<file path="config.mk">
export PLATFORM = sky130hd
export DESIGN_NAME = hazard_forward
export DESIGN_NICKNAME = d
export VERILOG_FILES = /design/src/source/pipe_pkg.sv /design/src/source/hazard_forward.sv
export SDC_FILE = /design/constraint.sdc
export NUM_CORES = 1
export LEC_CHECK = 0
export BUFFER_PORTS_ARGS = -buffer_cell sky130_fd_sc_hd__buf_2
export CAP_MARGIN = 30
export CORE_ASPECT_RATIO = 0.5
export CORE_MARGIN = 10
export CORE_UTILIZATION = 33
export DETAILED_ROUTE_END_ITERATION = 7
export PLACE_DENSITY = 0.86
export SYNTH_ARGS = -nofsm -noshare
export SYNTH_HDL_FRONTEND = slang
export SYNTH_SLANG_ARGS = --single-unit
</file>
<file path="constraint.sdc">
create_clock -name vclk -period 1.6
set_input_delay 0.08 -clock vclk [all_inputs]
set_output_delay 0.08 -clock vclk [all_outputs]
set_load 0.02 [all_outputs]
</file>
<file path="src/source/pipe_pkg.sv">
// ====================================================================
// pipeline definitions shared by the memory stage
// bundle structs between stages, access size encoding and the
// register index constants used by forwarding
// ====================================================================

package pipe_pkg;

    localparam int xlen      = 32;
    localparam int reg_idx_w = 5;
    localparam int ram_words = 1024;
    localparam int ram_idx_w = $clog2(ram_words);

    // x0 never forwards
    localparam logic [reg_idx_w-1:0] reg_x0 = '0;

    // same coding as funct3[1:0] of loads and stores
    typedef enum logic [1:0] {
        size_byte = 2'b00,
        size_half = 2'b01,
        size_word = 2'b10
    } mem_size_e;

    // execute to memory
    typedef struct packed {
        logic                 valid;
        logic [xlen-1:0]      pc;
        logic [reg_idx_w-1:0] rd;
        logic                 write_gpr;
        logic                 mem_read;
        logic                 mem_write;
        mem_size_e            size;
        logic                 is_unsigned;
        logic [xlen-1:0]      alu_out;
        logic [xlen-1:0]      store_data;
    } ex_mem_t;

    // memory to writeback
    typedef struct packed {
        logic                 valid;
        logic [xlen-1:0]      pc;
        logic [reg_idx_w-1:0] rd;
        logic                 write_gpr;
        logic [xlen-1:0]      result;
    } mem_wb_t;

    typedef struct packed {
        logic                 write_gpr;
        logic [reg_idx_w-1:0] rd;
        logic [xlen-1:0]      data;
    } wb_fwd_t;

    typedef struct packed {
        logic [reg_idx_w-1:0] rs1;
        logic [reg_idx_w-1:0] rs2;
    } ex_srcs_t;

    typedef struct packed {
        logic            rs1_hit;
        logic [xlen-1:0] rs1_data;
        logic            rs2_hit;
        logic [xlen-1:0] rs2_data;
    } fwd_t;

    typedef struct packed {
        logic stall_if;
        logic stall_id;
        logic stall_ex;
        logic stall_mem;
    } stall_t;

endpackage

</file>
<file path="src/source/hazard_forward.sv">
// ====================================================================
// hazard and forwarding unit
// bypass operands for the execute stage and the stall flags for the
// earlier stages, all combinational
// ====================================================================

`timescale 1ns/10ps

module hazard_forward (
    input  pipe_pkg::ex_mem_t  mem_in,
    input  logic               busy,
    input  logic               done,
    input  logic [31:0]        load_data,
    input  pipe_pkg::ex_srcs_t ex_srcs,
    input  pipe_pkg::wb_fwd_t  wb_fwd,
    output pipe_pkg::fwd_t     fwd,
    output pipe_pkg::stall_t   stall
);

    logic mem_wr;
    logic mem_load;
    logic rd_is_src;
    logic load_use;

    // stores do not write back even with write_gpr set
    assign mem_wr   = mem_in.valid && mem_in.write_gpr && !mem_in.mem_write;
    assign mem_load = mem_in.mem_read && !mem_in.mem_write;

    // ================================================================
    // bypass selection
    // ================================================================

    // returns {hit, data}
    function automatic logic [pipe_pkg::xlen:0] bypass(
        input logic [pipe_pkg::reg_idx_w-1:0] rs
    );
        logic mem_match;
        logic wb_match;
        mem_match = (rs != pipe_pkg::reg_x0) && mem_wr && (mem_in.rd == rs);
        wb_match  = (rs != pipe_pkg::reg_x0) && wb_fwd.write_gpr && (wb_fwd.rd == rs);
        if (mem_match) begin
            if (!mem_load) begin
                return {1'b1, mem_in.alu_out};
            end
            if (done) begin
                return {1'b1, load_data};
            end
            // load still in flight, older writeback value would be stale
            return '0;
        end
        if (wb_match) begin
            return {1'b1, wb_fwd.data};
        end
        return '0;
    endfunction

    always_comb begin
        {fwd.rs1_hit, fwd.rs1_data} = bypass(ex_srcs.rs1);
        {fwd.rs2_hit, fwd.rs2_data} = bypass(ex_srcs.rs2);
    end

    // ================================================================
    // stalls
    // ================================================================

    assign rd_is_src = (mem_in.rd != pipe_pkg::reg_x0)
                    && ((mem_in.rd == ex_srcs.rs1) || (mem_in.rd == ex_srcs.rs2));

    assign load_use = mem_wr && mem_load && rd_is_src && !done;

    always_comb begin
        stall.stall_mem = busy;
        stall.stall_ex  = busy || load_use;
        stall.stall_id  = busy || load_use;
        stall.stall_if  = busy || load_use;
    end

endmodule

</file>
---- Word level (Yosys, flattened, before mapping) ----
Cells that the tools add are included.
word-level totals
  register bits after elaboration ......... 0
  bits of input ports ..................... 190
  output and inout bits ................... 70
  word-level logic and storage cells ...... 54
operators by class
  equal/unequal tests ..................... 4
  multiplexer cells ....................... 28
  reductions and logical operators ........ 22
operators with widths
  kind                 number
  two-way mux 33 bit   14
  equality test 5 bit  4
  logical AND 1 bit    15
  nonzero test 5 bit   3
  two-way mux 1 bit    14
  zero test 1 bit      2
  logical OR 1 bit     2

---- Longest topological paths before layout ----
Gate-level depths: netlist (run 1).
  depth in word-level cells ............... 13
  mapped depth ............................ 7
  depth with buffers taken out ............ 5

---- Least setup slack after synthesis (run 1) ----
No wires, ideal clock.
  path type ............................... input port to output port
  start ................................... in ex_srcs[8] in the netlist's numbering
  end ..................................... out fwd[33] in the netlist's numbering
  arrival time ............................ 1.521 ns
  data required time ...................... 1.520 ns
  setup slack ............................. -0.001 ns
  stages .................................. 6
  path buffers ............................ 1
  path through ............................ xor2_1 nor3_2 nand3_1 nor3_4 buf_6 mux2i_1
RTL lines
  what                line                  source
  start: declaration  hazard_forward.sv:14  input pipe_pkg::ex_srcs_t ex_srcs,
  end: declaration    hazard_forward.sv:16  output pipe_pkg::fwd_t fwd,

==> flow_summary.json, run 1 <==
{
  "flops_and_latches": 0,
  "grt_overflow_total": 0,
  "regArea_um2": 0,
  "syn-num-nets": 464,
  "dieArea_mm2": 0.00937,
  "grt_pass1_vias": 3337,
  "dr_wl_met3_um": 1240,
  "nFillCells": 425,
  "post-route-period-util_pct": 119,
  "n_antenna_cell": 0,
  "setup_viol": 68,
  "fin_cells": 562,
  "power.density_mw_per_mm2": 186,
  "drtIter0Drc": 356,
  "slowest_stage": "nor3_4",
  "holdWs_ps": 420,
  "routabilityCongestion": 0.922,
  "path_cells": "buf_8, xor2_2, nor3_2, nand3_2, nor3_4, buf_12, buf_6, mux2i_1, buf_4",
  "cp-end-kind": "primary output",
  "die_y_um": 73.6,
  "finalHoldViolCount": 0,
  "power.leakage_uw": 0.00176,
  "ant_nets": 0,
  "grt_pass1_wl_um": 17700,
  "cp.required_ps": 1520,
  "wl_per_cell_um": 23.7,
  "critical-path-max-stage-delay_ps": 310,
  "wl_met2_um": 6760,
  "synth.cell_area_mm2": 0.00190,
  "syn_to_final_growth_pct": 102,
  "portBuffers": 193,
  "tightestPinTransition_ps": 544,
  "grt_usage_pct": 22.9,
  "first_pass_iters": 5,
  "cp_max_fo": 7,
  "min_period_ps": 1900,
  "crit_type": "input port to primary output",
  "max_freq_mhz": 525,
  "violations": "setup timing",
  "top_layer": "met4",
  "fin_nets": 681,
  "row_count": 19,
  "route.vias.total": 3341,
  "final_core_util_pct": 69.5,
  "preCtsSetupSlack_ps": -192,
  "synth.avg_cell_area_um2": 6.93,
  "m1WireLength_um": 4340,
  "synth_cell_types": 27,
  "drt-total-wl_um": 13300,
  "pin_count": 260,
  "yosysWarnings": 0,
  "dpl.cell_count": 541,
  "path_buf_inv": 4,
  "max-cap-violations": 0,
  "hpwl_um": 8560,
  "ys_seq_area_share_pct": 0,
  "grt_max_degree": 34,
  "outcome": "finished with violations",
  "crit_arrival_ps": 1820,
  "yosys.area.top_type": "mux2i_1",
  "ys_top_cells_by_count": "nand3_1, mux2i_1, a21oi_1",
  "peakVddDrop_v": 0.000151,
  "yosysMostFrequentCell": "nand3_1",
  "core_area_mm2": 0.00552,
  "die_w_um": 127,
  "slew-limit-headroom_pct": 63.7,
  "vias_per_cell": 5.94,
  "start_util_pct": 34.4,
  "antenna_found_initial": 0,
  "rsz0062_at_grt": "true",
  "setup_ws_ps": -305,
  "hp-class": "input port to primary output",
  "startpoint_type": "input port",
  "drive_above_1_share_pct": 60.3,
  "post-route-drc-count": 0,
  "slew_violations": 0,
  "synth_top_area_share_pct": 33.8,
  "synth.area.top_cells": "mux2i_1, nand3_1, and3_1",
  "syn_inst": 274,
  "critPathTopFamily": "simple AND/OR/NAND/NOR gates",
  "n_clock_buffer": 0
}
-- final timing paths --
path | slack (ps) | depth (start not counted) | from | endpoint
hold / removal | 420 | 2 | busy | stall[0]
setup / recovery | -300 | 9 | ex_srcs[3] | fwd[32]
-- stage by stage --
stage | setup TNS [ps] | cell area [um^2] | total power (uW)
after detailed placement | -7740 | 3100 | 550
after floorplan | -33.6 | 1900 | 256
after CTS | -3970 | 3610 | 626
after global routing | -16920 | 3830 | 745
after global placement | -5490 | 3100 | 537
final | -14330 | 3830 | 712
-- where the power goes --
part / internal (uW) / total [uW] / switching, uW
sequential: 0 / 0 / 0
combinational: 330 / 712 / 383
clock: 0 / 0 / 0
-- per-layer routing --
metal	up-vias	global-route usage [%]
met5	-	0
li1	1439	-
met4	0	13.3
met1	1531	23.1
met3	90	4.88
met2	281	43.8
-- area by class of cell --
class                      instances  area [um^2]  area share, %
timing repair buffer             247         1790           46.8
tap                               73         91.3           2.38
multi-input combinational        242         1950           50.8
-- cells in the final DEF, fill, tap and decap left out, types with 2 or more instances in the layout --
cell,synthesis,routed
nand2_1,5,5
xor2_2,0,2
mux2_4,0,2
nor3_2,1,3
nand3_2,0,24
xnor2_2,0,2
buf_6,6,27
a21oi_1,32,32
or4_4,0,2
mux2i_2,0,2
nor2_4,1,3
nor3_4,2,2
buf_8,0,4
mux2i_1,64,61
buf_4,3,89
and3_1,31,31
buf_2,5,119
xnor2_1,12,10
buf_12,0,7
xor2_1,8,6
nand3_1,67,42
-- cell families after synthesis --
kind of cell | synth area share [%]
and+or+nand+nor | 37.1
muxes | 34.9
AOI/OAI and AO/OA | 9.10
buffers and inverters | 9.62
xor gates and xnor gates | 9.23
-- what timing repair did --
item | CTS | global route
buffers inserted | 11 | 8
pin swaps | 15 | 11
gates cloned | 3 | 1
hold buffers | 0 | 0
setup endpoints to repair | 66 | 69
gates resized for setup | 111 | 46
Power figures use the tool's default switching activity.
==> inputs of run 2 (changes only) <==
--- a/config.mk
+++ b/config.mk
@@ -7,11 +7,13 @@
 export LEC_CHECK = 0
 export BUFFER_PORTS_ARGS = -buffer_cell sky130_fd_sc_hd__buf_2
 export CAP_MARGIN = 30
+export CELL_PAD_IN_SITES_DETAIL_PLACEMENT = 1
+export CELL_PAD_IN_SITES_GLOBAL_PLACEMENT = 2
 export CORE_ASPECT_RATIO = 0.5
 export CORE_MARGIN = 10
-export CORE_UTILIZATION = 33
+export CORE_UTILIZATION = 13
 export DETAILED_ROUTE_END_ITERATION = 7
-export PLACE_DENSITY = 0.86
+export PLACE_DENSITY_LB_ADDON = 0.1
 export SYNTH_ARGS = -nofsm -noshare
 export SYNTH_HDL_FRONTEND = slang
 export SYNTH_SLANG_ARGS = --single-unit
==> flow_summary.json, run 2 (synthesis results as in run 1) <==
{
  "syn_to_final_growth_pct": 124,
  "route.vias.total": 2935,
  "max-cap-violations": 0,
  "n_antenna_cell": 0,
  "dieArea_mm2": 0.0201,
  "min-delay-start": "busy",
  "grt_overflow_total": 0,
  "mostFrequentLayoutCells": "buf_2, buf_4, mux2i_1",
  "fin_cells": 689,
  "path_cells": "buf_8, or4_4, o211ai_1, buf_4, buf_12, nor2_4, clkbuf_16, nand3_2, mux2i_1, buf_4",
  "slew_violations": 0,
  "startpoint_type": "input port",
  "critical-path-max-stage-delay_ps": 540,
  "nFillCells": 1722,
  "antenna_found_initial": 0,
  "setup_ws_ps": -184,
  "grt_pass1_vias": 3226,
  "drt-total-wl_um": 13900,
  "routabilityCongestion": 0.704,
  "setup_viol": 66,
  "peakVddDrop_v": 0.0000958,
  "p_seq_share_pct": 0,
  "die_w_um": 191,
  "cp-end-kind": "primary output",
  "pwr-share-comb_pct": 100.0,
  "switching_power_uw": 380,
  "portBuffers": 193,
  "drtIter0Drc": 44,
  "slew-limit-headroom_pct": 72.4,
  "ant_nets": 0,
  "tightestPinTransition_ps": 412,
  "crit_type": "input port to primary output",
  "hp-class": "input port to primary output",
  "die_y_um": 105,
  "post-route-drc-count": 0,
  "cpMostUsedCell": "buf_4",
  "path_buf_inv": 5,
  "crit_arrival_ps": 1700,
  "start_util_pct": 13.2,
  "cellInternalPower_uw": 356,
  "cp_max_fo": 7,
  "hpwl_um": 10300,
  "flops_and_latches": 0,
  "power.leakage_uw": 0.00183,
  "core_area_mm2": 0.0144,
  "n_clock_buffer": 0,
  "outcome": "finished with violations",
  "critPathTopFamily": "buffers and inverters",
  "mostFrequentLayoutCell": "buf_2",
  "regArea_um2": 0,
  "grt_pass1_wl_um": 19700,
  "finalHoldViolCount": 0,
  "drive_above_1_share_pct": 64.6,
  "vias_per_cell": 4.26,
  "swShare_pct": 51.6,
  "grt_usage_pct": 12.0,
  "wl_per_cell_um": 20.1,
  "hold_end": "stall[0]",
  "min_period_ps": 1780,
  "row_count": 31,
  "first_pass_iters": 4,
  "post-route-period-util_pct": 111,
  "rsz0062_at_grt": "true",
  "pin_count": 260,
  "cp.required_ps": 1520,
  "preCtsSetupSlack_ps": -404,
  "cts_hold_buffers": 0,
  "grt_max_degree": 47,
  "fin_nets": 683,
  "dpl.cell_count": 667,
  "slowest_stage": "or4_4",
  "power.density_mw_per_mm2": 173,
  "hold_depth": 2,
  "violations": "setup timing",
  "clock_power_share_pct": 0,
  "max_freq_mhz": 561
}
run 2: what timing repair did:
item | in CTS | in global routing
pin swaps | 29 | 21
setup buffers | 10 | 5
setup endpoints to repair | 66 | 69
gates cloned | 4 | 4
gates resized for setup | 133 | 43
run 2: how the worst max path moves through the flow:
stage	cells after the start	start	slack, ps	endpoint
3_5_place_dp	7	ex_srcs[9]	-400	fwd[64]
4_1_cts	9	ex_srcs[8]	-170	fwd[52]
2_1_floorplan	6	ex_srcs[8]	-1	fwd[33]
3_3_place_gp	7	mem_in[68]	-440	fwd[18]
6_report	10	ex_srcs[9]	-180	fwd[46]
5_1_grt	10	ex_srcs[9]	-250	fwd[55]
run 2: layout make-up:
cell class         instances  area [um^2]  share of cell area [%]
multi-input cells        243         2040                    47.9
well taps                198          248                    5.82
repair buffers           248         1970                    46.3
run 2: stage by stage:
step	hold slack (ps)	power [uW]	instance area (um^2)	setup TNS, ps	utilization (%)
after floorplan	273	256	1900	-33.6	-
after global placement	397	585	3300	-18980	22.9
after detailed placement	398	591	3320	-17170	23.1
after CTS	398	692	3940	-7070	27.3
after global routing	421	797	4260	-13180	29.6
final	393	735	4260	-8640	29.6
run 2: power groups by stage:
stage | logic [uW] | clock network, uW | registers, uW
after floorplan | 256 | 0 | 0
after global placement | 585 | 0 | 0
after detailed placement | 591 | 0 | 0
after CTS | 692 | 0 | 0
after global routing | 797 | 0 | 0
final | 735 | 0 | 0
run 2: per-layer routing:
metal | wire (um) | track usage (%)
met5 | 0 | 0
met4 | 0 | 0
met2 | 6570 | 20.7
met1 | 6490 | 16.2
met3 | 829 | 2.17
