### config.mk
export PLATFORM = sky130hd
export DESIGN_NAME = load_store_unit
export DESIGN_NICKNAME = d
export VERILOG_FILES = /design/src/source/pipe_pkg.sv /design/src/source/axi_lite_pkg.sv /design/src/source/load_store_unit.sv
export SDC_FILE = /design/constraint.sdc
export NUM_CORES = 1
export LEC_CHECK = 0
export ABC_CLOCK_PERIOD_IN_PS = 14950
export BUFFER_PORTS_ARGS = -buffer_cell sky130_fd_sc_hd__buf_2
export CAP_MARGIN = 20
export CORE_MARGIN = 4
export CORE_UTILIZATION = 55
export DETAILED_ROUTE_END_ITERATION = 6
export GPL_ROUTABILITY_DRIVEN = 0
export PLACE_DENSITY = 0.83
export SYNTH_ARGS = -nofsm -noshare
export SYNTH_HDL_FRONTEND = slang
export SYNTH_SLANG_ARGS = --single-unit
### constraint.sdc
create_clock -name clk -period 14.95 [get_ports clk]
set_clock_uncertainty 0.15 [all_clocks]
set_input_delay 2.99 -clock clk [delete_from_list [all_inputs] [get_ports clk]]
set_output_delay 2.99 -clock clk [all_outputs]
set_load 0.05 [all_outputs]
### src/source/pipe_pkg.sv
// ====================================================================
// pipeline definitions shared by the memory stage
// bundle structs between stages, access size encoding and the
// register index constants used by forwarding
// ====================================================================

package pipe_pkg;

    localparam int xlen      = 32;
    localparam int reg_idx_w = 5;
    localparam int ram_words = 1024;
    localparam int ram_idx_w = $clog2(ram_words);

    // x0 never forwards
    localparam logic [reg_idx_w-1:0] reg_x0 = '0;

    // same coding as funct3[1:0] of loads and stores
    typedef enum logic [1:0] {
        size_byte = 2'b00,
        size_half = 2'b01,
        size_word = 2'b10
    } mem_size_e;

    // execute to memory
    typedef struct packed {
        logic                 valid;
        logic [xlen-1:0]      pc;
        logic [reg_idx_w-1:0] rd;
        logic                 write_gpr;
        logic                 mem_read;
        logic                 mem_write;
        mem_size_e            size;
        logic                 is_unsigned;
        logic [xlen-1:0]      alu_out;
        logic [xlen-1:0]      store_data;
    } ex_mem_t;

    // memory to writeback
    typedef struct packed {
        logic                 valid;
        logic [xlen-1:0]      pc;
        logic [reg_idx_w-1:0] rd;
        logic                 write_gpr;
        logic [xlen-1:0]      result;
    } mem_wb_t;

    typedef struct packed {
        logic                 write_gpr;
        logic [reg_idx_w-1:0] rd;
        logic [xlen-1:0]      data;
    } wb_fwd_t;

    typedef struct packed {
        logic [reg_idx_w-1:0] rs1;
        logic [reg_idx_w-1:0] rs2;
    } ex_srcs_t;

    typedef struct packed {
        logic            rs1_hit;
        logic [xlen-1:0] rs1_data;
        logic            rs2_hit;
        logic [xlen-1:0] rs2_data;
    } fwd_t;

    typedef struct packed {
        logic stall_if;
        logic stall_id;
        logic stall_ex;
        logic stall_mem;
    } stall_t;

endpackage

### src/source/axi_lite_pkg.sv
// ====================================================================
// AXI4-Lite channel payloads for the data port
// valid and ready travel as separate wires next to each struct
// ====================================================================

package axi_lite_pkg;

    localparam int addr_w = 32;
    localparam int data_w = 32;
    localparam int strb_w = data_w / 8;

    localparam logic [1:0] resp_okay = 2'b00;

    // unprivileged, secure, data access
    localparam logic [2:0] prot_data = 3'b000;

    typedef struct packed {
        logic [addr_w-1:0] addr;
        logic [2:0]        prot;
    } axi_aw_t;

    typedef struct packed {
        logic [data_w-1:0] data;
        logic [strb_w-1:0] strb;
    } axi_w_t;

    typedef struct packed {
        logic [1:0] resp;
    } axi_b_t;

    typedef struct packed {
        logic [addr_w-1:0] addr;
        logic [2:0]        prot;
    } axi_ar_t;

    typedef struct packed {
        logic [data_w-1:0] data;
        logic [1:0]        resp;
    } axi_r_t;

endpackage

### src/source/load_store_unit.sv
// ====================================================================
// load/store unit
// runs one AXI4-Lite access per memory bundle, places store data on
// the byte lanes, extends load data and registers the writeback bundle
// ====================================================================

`timescale 1ns/10ps

module load_store_unit (
    input  logic                  clk,
    input  logic                  rst_n,
    input  pipe_pkg::ex_mem_t     mem_in,
    output axi_lite_pkg::axi_aw_t aw,
    output logic                  awvalid,
    input  logic                  awready,
    output axi_lite_pkg::axi_w_t  w,
    output logic                  wvalid,
    input  logic                  wready,
    input  axi_lite_pkg::axi_b_t  b,
    input  logic                  bvalid,
    output logic                  bready,
    output axi_lite_pkg::axi_ar_t ar,
    output logic                  arvalid,
    input  logic                  arready,
    input  axi_lite_pkg::axi_r_t  r,
    input  logic                  rvalid,
    output logic                  rready,
    output logic                  busy,
    output logic                  done,
    output logic [31:0]           load_data,
    output pipe_pkg::mem_wb_t     wb_out
);

    typedef enum logic [1:0] {
        st_idle,
        st_addr,
        st_resp,
        st_complete
    } state_e;

    state_e            state_q;
    state_e            state_d;
    pipe_pkg::ex_mem_t last_q;
    logic              same_bundle;
    logic              can_take;
    logic              start;
    logic              start_mem;
    logic              is_load;
    logic              addr_done;
    logic              resp_fire;
    logic              wb_fire;
    logic [1:0]        offset;
    logic [3:0]        strb;
    logic [31:0]       lane;

    assign offset  = mem_in.alu_out[1:0];
    assign is_load = mem_in.mem_read && !mem_in.mem_write;

    // a held bundle that already finished must not run again
    assign same_bundle = (mem_in == last_q);
    assign can_take    = (state_q == st_idle) || (state_q == st_complete && !same_bundle);
    assign start       = can_take && mem_in.valid;
    assign start_mem   = start && (mem_in.mem_read || mem_in.mem_write);

    assign addr_done = (!awvalid || awready) && (!wvalid || wready) && (!arvalid || arready);
    assign bready    = (state_q == st_resp);
    assign rready    = (state_q == st_resp);
    assign resp_fire = (bvalid && bready) || (rvalid && rready);

    assign busy    = start_mem || (state_q == st_addr) || (state_q == st_resp && !resp_fire);
    assign done    = resp_fire;
    assign wb_fire = (start && !start_mem) || resp_fire;

    always_comb begin
        state_d = state_q;
        case (state_q)
            st_idle, st_complete: begin
                if (start_mem) begin
                    state_d = st_addr;
                end else if (start) begin
                    state_d = st_complete;
                end else if (!same_bundle) begin
                    state_d = st_idle;
                end
            end
            st_addr: begin
                if (addr_done) begin
                    state_d = st_resp;
                end
            end
            st_resp: begin
                if (resp_fire) begin
                    state_d = st_complete;
                end
            end
            default: state_d = st_idle;
        endcase
    end

    // ================================================================
    // lane handling
    // ================================================================

    always_comb begin
        case (mem_in.size)
            pipe_pkg::size_byte: strb = 4'b0001 << offset;
            pipe_pkg::size_half: strb = 4'b0011 << offset;
            default:             strb = 4'b1111;
        endcase
    end

    assign lane = r.data >> {offset, 3'b000};

    always_comb begin
        case (mem_in.size)
            pipe_pkg::size_byte: begin
                load_data = mem_in.is_unsigned ? {24'b0, lane[7:0]}
                                               : {{24{lane[7]}}, lane[7:0]};
            end
            pipe_pkg::size_half: begin
                load_data = mem_in.is_unsigned ? {16'b0, lane[15:0]}
                                               : {{16{lane[15]}}, lane[15:0]};
            end
            default: load_data = r.data;
        endcase
    end

    // ================================================================
    // registers
    // ================================================================

    always_ff @(posedge clk) begin
        if (!rst_n) begin
            state_q <= st_idle;
            awvalid <= 1'b0;
            wvalid  <= 1'b0;
            arvalid <= 1'b0;
        end else begin
            state_q <= state_d;
            if (start_mem) begin
                awvalid <= mem_in.mem_write;
                wvalid  <= mem_in.mem_write;
                arvalid <= is_load;
            end else begin
                awvalid <= awvalid && !awready;
                wvalid  <= wvalid && !wready;
                arvalid <= arvalid && !arready;
            end
        end
    end

    always_ff @(posedge clk) begin
        if (start) begin
            last_q <= mem_in;
        end
        if (start_mem) begin
            aw.addr <= mem_in.alu_out;
            aw.prot <= axi_lite_pkg::prot_data;
            ar.addr <= mem_in.alu_out;
            ar.prot <= axi_lite_pkg::prot_data;
            w.data  <= mem_in.store_data << {offset, 3'b000};
            w.strb  <= strb;
        end
    end

    // stores never write a register
    always_ff @(posedge clk) begin
        if (!rst_n) begin
            wb_out.valid <= 1'b0;
        end else begin
            wb_out.valid <= wb_fire;
            if (wb_fire) begin
                wb_out.pc        <= mem_in.pc;
                wb_out.rd        <= mem_in.rd;
                wb_out.write_gpr <= mem_in.write_gpr && !mem_in.mem_write;
                wb_out.result    <= is_load ? load_data : mem_in.alu_out;
            end
        end
    end

endmodule

**Word level (Yosys, flattened, before mapping)**

Cells that the tools add are included.

- RAM bits: 0
- Bits in latches: 0
- Word-level logic and storage cells: 86
- Input bits: 151
- Memories: 0
- Memory bits (read-only): 0
- Output and inout port bits: 216
- Register bits after elaboration: 252

- Reduce and logical (&&, ||, !) cells: 38
- Multipliers: 0
- Equality and inequality tests: 8
- Bitwise gates (word level): 0
- Add/sub/neg operators: 0
- Divide/modulo/power cells: 0
- $lt $le $gt $ge: 0
- Shift-type cells: 4
- Muxes and demuxes: 14

Operator list:

| operator | count |
|---|---|
| $eq 108x108->1 | 1 |
| $mux 32 | 3 |
| $pmux 32 s2 | 1 |
| $shl 32x5->32 | 1 |
| $shr 32x5->16 | 1 |
| $logic_and 1x1->1 | 14 |
| $logic_not 1->1 | 10 |
| $mux 2 | 5 |
| $logic_or 1x1->1 | 9 |
| $pmux 4 s2 | 1 |
| $pmux 2 s3 | 1 |
| $eq 2x1->1 const B | 2 |
| $eq 2x2->1 const B | 2 |
| $logic_not 2->1 | 2 |
| $ne 4x4->1 const B | 1 |
| $shl 1x2->4 const A | 1 |
| $shl 2x2->4 const A | 1 |
| $mux 1 | 3 |
| $reduce_and 3->1 | 1 |
| $ne 2x1->1 const B | 1 |
| $ne 2x2->1 const B | 1 |
| $reduce_and 2->1 | 1 |
| $reduce_or 2->1 | 1 |

**Logic depth before layout (Yosys ltp)**

- Depth in word-level cells: 10
- Gate-level depth with buffers: 9
- Mapped depth without buffers: 6

**Worst setup path before layout**

OpenSTA, ideal clock, no wires.

- Path kind: input -> output
- Start point: input port mem_in[67] (netlist name)
- End point: output port busy
- Slack: 4902 ps
- Data arrival time: 6908 ps
- Stages: 7
- Required time: 11810 ps
- Cells stage by stage: buf_2 xnor2_1 nand4_1 nor4_1 nand4_1 o21a_1 a221o_1

- Word-level cells in the longest chain between the ends: 8
- Elaborated cells between the ends (all ways): 9
- Those cells by class: eq/ne (1); reduce/logical (8)

RTL lines:

| item | RTL line | text |
|---|---|---|
| start: declaration | load_store_unit.sv:12 | `input pipe_pkg::ex_mem_t mem_in,` |
| $eq 108x108->1 | load_store_unit.sv:60 | `assign same_bundle = (mem_in == last_q);` |
| $logic_not 1->1 | -- |  |
| $logic_and 1x1->1 | load_store_unit.sv:61 | `assign can_take = (state_q == st_idle) \|\| (state_q == st_complete && !same_bundle);` |
| $logic_or 1x1->1 | load_store_unit.sv:61 |  |
| $logic_and 1x1->1 | load_store_unit.sv:62 | `assign start = can_take && mem_in.valid;` |
| via start | load_store_unit.sv:46 | `logic start;` |
| $logic_and 1x1->1 | load_store_unit.sv:63 | `assign start_mem = start && (mem_in.mem_read \|\| mem_in.mem_write);` |
| $logic_or 1x1->1 (2 in a row) | load_store_unit.sv:70 | `assign busy = start_mem \|\| (state_q == st_addr) \|\| (state_q == st_resp && !resp_fire);` |
| end: declaration | load_store_unit.sv:28 | `output logic busy,` |

The timed path passes the listed nets, and every way through them passes these cells.

**Worst setup path after layout**

- Start point: input port mem_in[33] (netlist name)
- End point: output port busy

The elaborated chain is that of the path after synthesis.

==> metrics.cfg <==
[drt]
wirelength_microns=30000
vias_per_cell=5.53
firstDrtPassIters=5
first_iter_violations=578
detail_route.wl_per_cell_microns=21.8
final_antenna_net_count=0
drc=0
vias=7615

[global_route]
grt-ovfl-total=0
grt_max_degree=69
grt_pass1_wl_microns=43300
grt_pass1_vias=7365
track_usage_pct=25.8
antenna_found_initial=2

[placed_design]
placed_area_sq_mm=0.0127
dp.cells=1332
portBuffers=356
dp_hpwl_microns=21700

[power_and_ir_drop]
p_leak_nw=5.24
powerDensity_mw_per_mm2=170
p_total_mw=2.29
p_seq_share_pct=44.0
switching_share_pct=36.2
irDropWorstVdd_v=0.000115
p_sw_mw=0.830
combPwrFrac_pct=30.1
p_int_mw=1.46
clock_power_share_pct=26.0

[critical_path]
r2r_start=last_q[79]
worst_setup_path_end_kind=output port
worst_setup_path_start_kind=primary input
rrSetupSlack_ns=11.34
worstPathArrival_ns=6.02
worstSetupStartpoint=mem_in[33]
crit_path_end=busy
crit_required_ns=11.81
critPathKind=primary input to output port
critPathMaxFanout=65
rr_endpoint=wb_out[1]
reg2regPathDepth=7

[sta]
slew_viol_final=0
finalSetupTns_ns=0
min_period_ns=9.16
fmax_ghz=0.109
setup_violations=0
grt_setup_unrepaired=no
fin_crit_sh_pct=61.3
hold_viol_final=0
tightest_slew_ns=1.11
maxSlewHeadroom_pct=26.0

[cts]
clk_pin_slew_worst_paths_ns=0.06
cts.path.max_buffers=3
cts_sinks=252
postCtsSetupRepairBufs=0
hold_buffers=0
h-tree-depth=1
cts_resized=0
clkLatencyLatePin_ns=0.52
cts_buffers=25
clock-root-buffer=clkbuf_16
cts_tree=done

[logic_synthesis]
synth.cell_area_sq_mm=0.0109
synth_compound_area_share_pct=6.18
synth_most_common_cell=edfxtp_1
synthMuxAreaShare_pct=3.65
yosysSeqAreaShare_pct=68.7
yosys.area_share.simple_pct=8.07
yosys_warnings=0
synth_edf_count=246
ys_top_cells_by_count=246 x edfxtp_1, 108 x xnor2_1, 70 x nand2_1, 39 x buf_4
syn_inst=768
yosysTopAreaCell=edfxtp_1
synth_xor_area_share_pct=8.66
async_flop_share_pct=0
synthTopCellsByArea=edfxtp_1 68%, xnor2_1 8.7%, buf_4 2.7%, nand2_1 2.4%, mux2_2 1.8%
yosysUniqueCellTypes=44
postSynthAreaPerCell_sq_um=14.2
synth.top_cell.area_share_pct=67.6
synth_top_family_by_area=XOR/XNOR gates
synth_flop_cell=edfxtp_1
synth_fa_ha_area_share_pct=0.458
ys_ff_latch=252

[final_layout]
stdcell_count=1378
fin_util_pct=69.1
nFillCells=1398
seq_area_sq_mm=0.00751
layout-drive-gt1-share_pct=38.0
area_growth_pct=23.4
final_nets=1249
stdcell_area_sq_mm=0.0135
multi_input_area_sq_mm=0.00300

[die]
dieArea_sq_mm=0.0222
die_h_microns=149
ios=367
rows=51
start_util_pct=56.0
core_sq_mm=0.0195
die_width_microns=149

[outcome]
status=completed

[min_path]
hold_class=flop to flop

[job]
drv_cap=0

critical path, cell delays in order:
cell and delay [ns]:
buf_2 0.08, buf_4 0.63, xnor2_1 0.19, nand4_1 0.13
nor4_1 0.59, nand4b_1 0.30, o21a_4 0.48, a221o_1 0.39
buf_2 0.21
cell families (layout without fill, tap and decap cells):
kind of cell / Yosys count / after routing
AOI/OAI and AO/OA: 107 / 107
xor gates and xnor gates: 108 / 108
adders and majority gates: 4 / 4
buffers and inverters: 79 / 417
DFF: 252 / 252
muxes: 36 / 36
other: 1 / 8
and+or+nand+nor: 181 / 181
cells in the final DEF, fill, tap and decap left out, types with 2 or more instances in the layout:
master,netlist,routed
nor2_1,31,31
bufinv_16,0,2
ha_1,4,4
a32o_1,2,2
clkbuf_1,21,5
a21oi_1,31,30
nor2b_1,19,18
nor3_1,4,4
mux2_2,17,17
inv_1,10,10
o211ai_1,10,10
dfxtp_1,6,6
diode_2,0,2
nor4_1,6,6
clkinv_2,0,4
xnor2_1,108,108
edfxtp_1,246,246
nand2b_1,8,8
nand4_1,28,28
nand2_1,70,70
conb_1,1,6
clkbuf_16,0,25
o21ai_0,18,18
and4_1,2,2
a22oi_1,7,7
a31oi_1,16,16
clkinv_1,0,5
and2_1,9,8
a211oi_1,9,9
buf_4,39,7
buf_2,4,356
a221oi_1,4,4
mux2i_1,17,17
or2_2,2,2
final cells by class:
class                   instances  area share, %
clock buffers                  30           4.78
repair buffers                363           13.6
diodes                          2         0.0371
flip-flops and latches        252           55.7
clock inverters                14          0.918
well taps                     265           2.46
multi-input cells             442           22.3
inverters                      10          0.278
stage by stage:
step           worst slack, ns  hold slack, ns
2_1_floorplan             4.90           0.366
5_1_grt                   5.51           0.414
4_1_cts                   5.69           0.383
3_5_place_dp              5.71           0.372
6_report                  5.79           0.382
3_3_place_gp              5.82           0.362
how the worst min path moves through the flow:
stage / startpoint / to / slack, ns / depth (start not counted)
2_1_floorplan: state_q[1] / state_q[1] / 0.37 / 2
3_3_place_gp: arvalid / arvalid / 0.36 / 2
3_5_place_dp: arvalid / arvalid / 0.37 / 2
4_1_cts: arvalid / arvalid / 0.38 / 2
5_1_grt: arvalid / arvalid / 0.41 / 2
6_report: arvalid / arvalid / 0.38 / 2
metal layers:
metal  up-vias  share of wire, %  global-route usage (%)
met5         -             0.040                       0
met4         2               2.9                    7.87
met3        65                10                    6.59
met2       423                49                    43.0
met1      3685                38                    33.7
li1       3440                 -                       -
power by group through the flow:
stage          combinational (mW)  sequential, mW  clock, mW
4_1_cts                     0.692            1.01      0.605
3_5_place_dp                0.690            1.02          0
5_1_grt                     0.727            1.02      0.639
6_report                    0.689            1.01      0.595
2_1_floorplan               0.329            1.23          0
3_3_place_gp                0.683            1.02          0
flip-flops by register name (all words and copies together), names as in the netlist:
signal	cells
awvalid	1
last_q	108
wvalid	1
state_q	2
ar	32
arvalid	1
w	36
wb_out	71
Power figures use the tool's default switching activity.
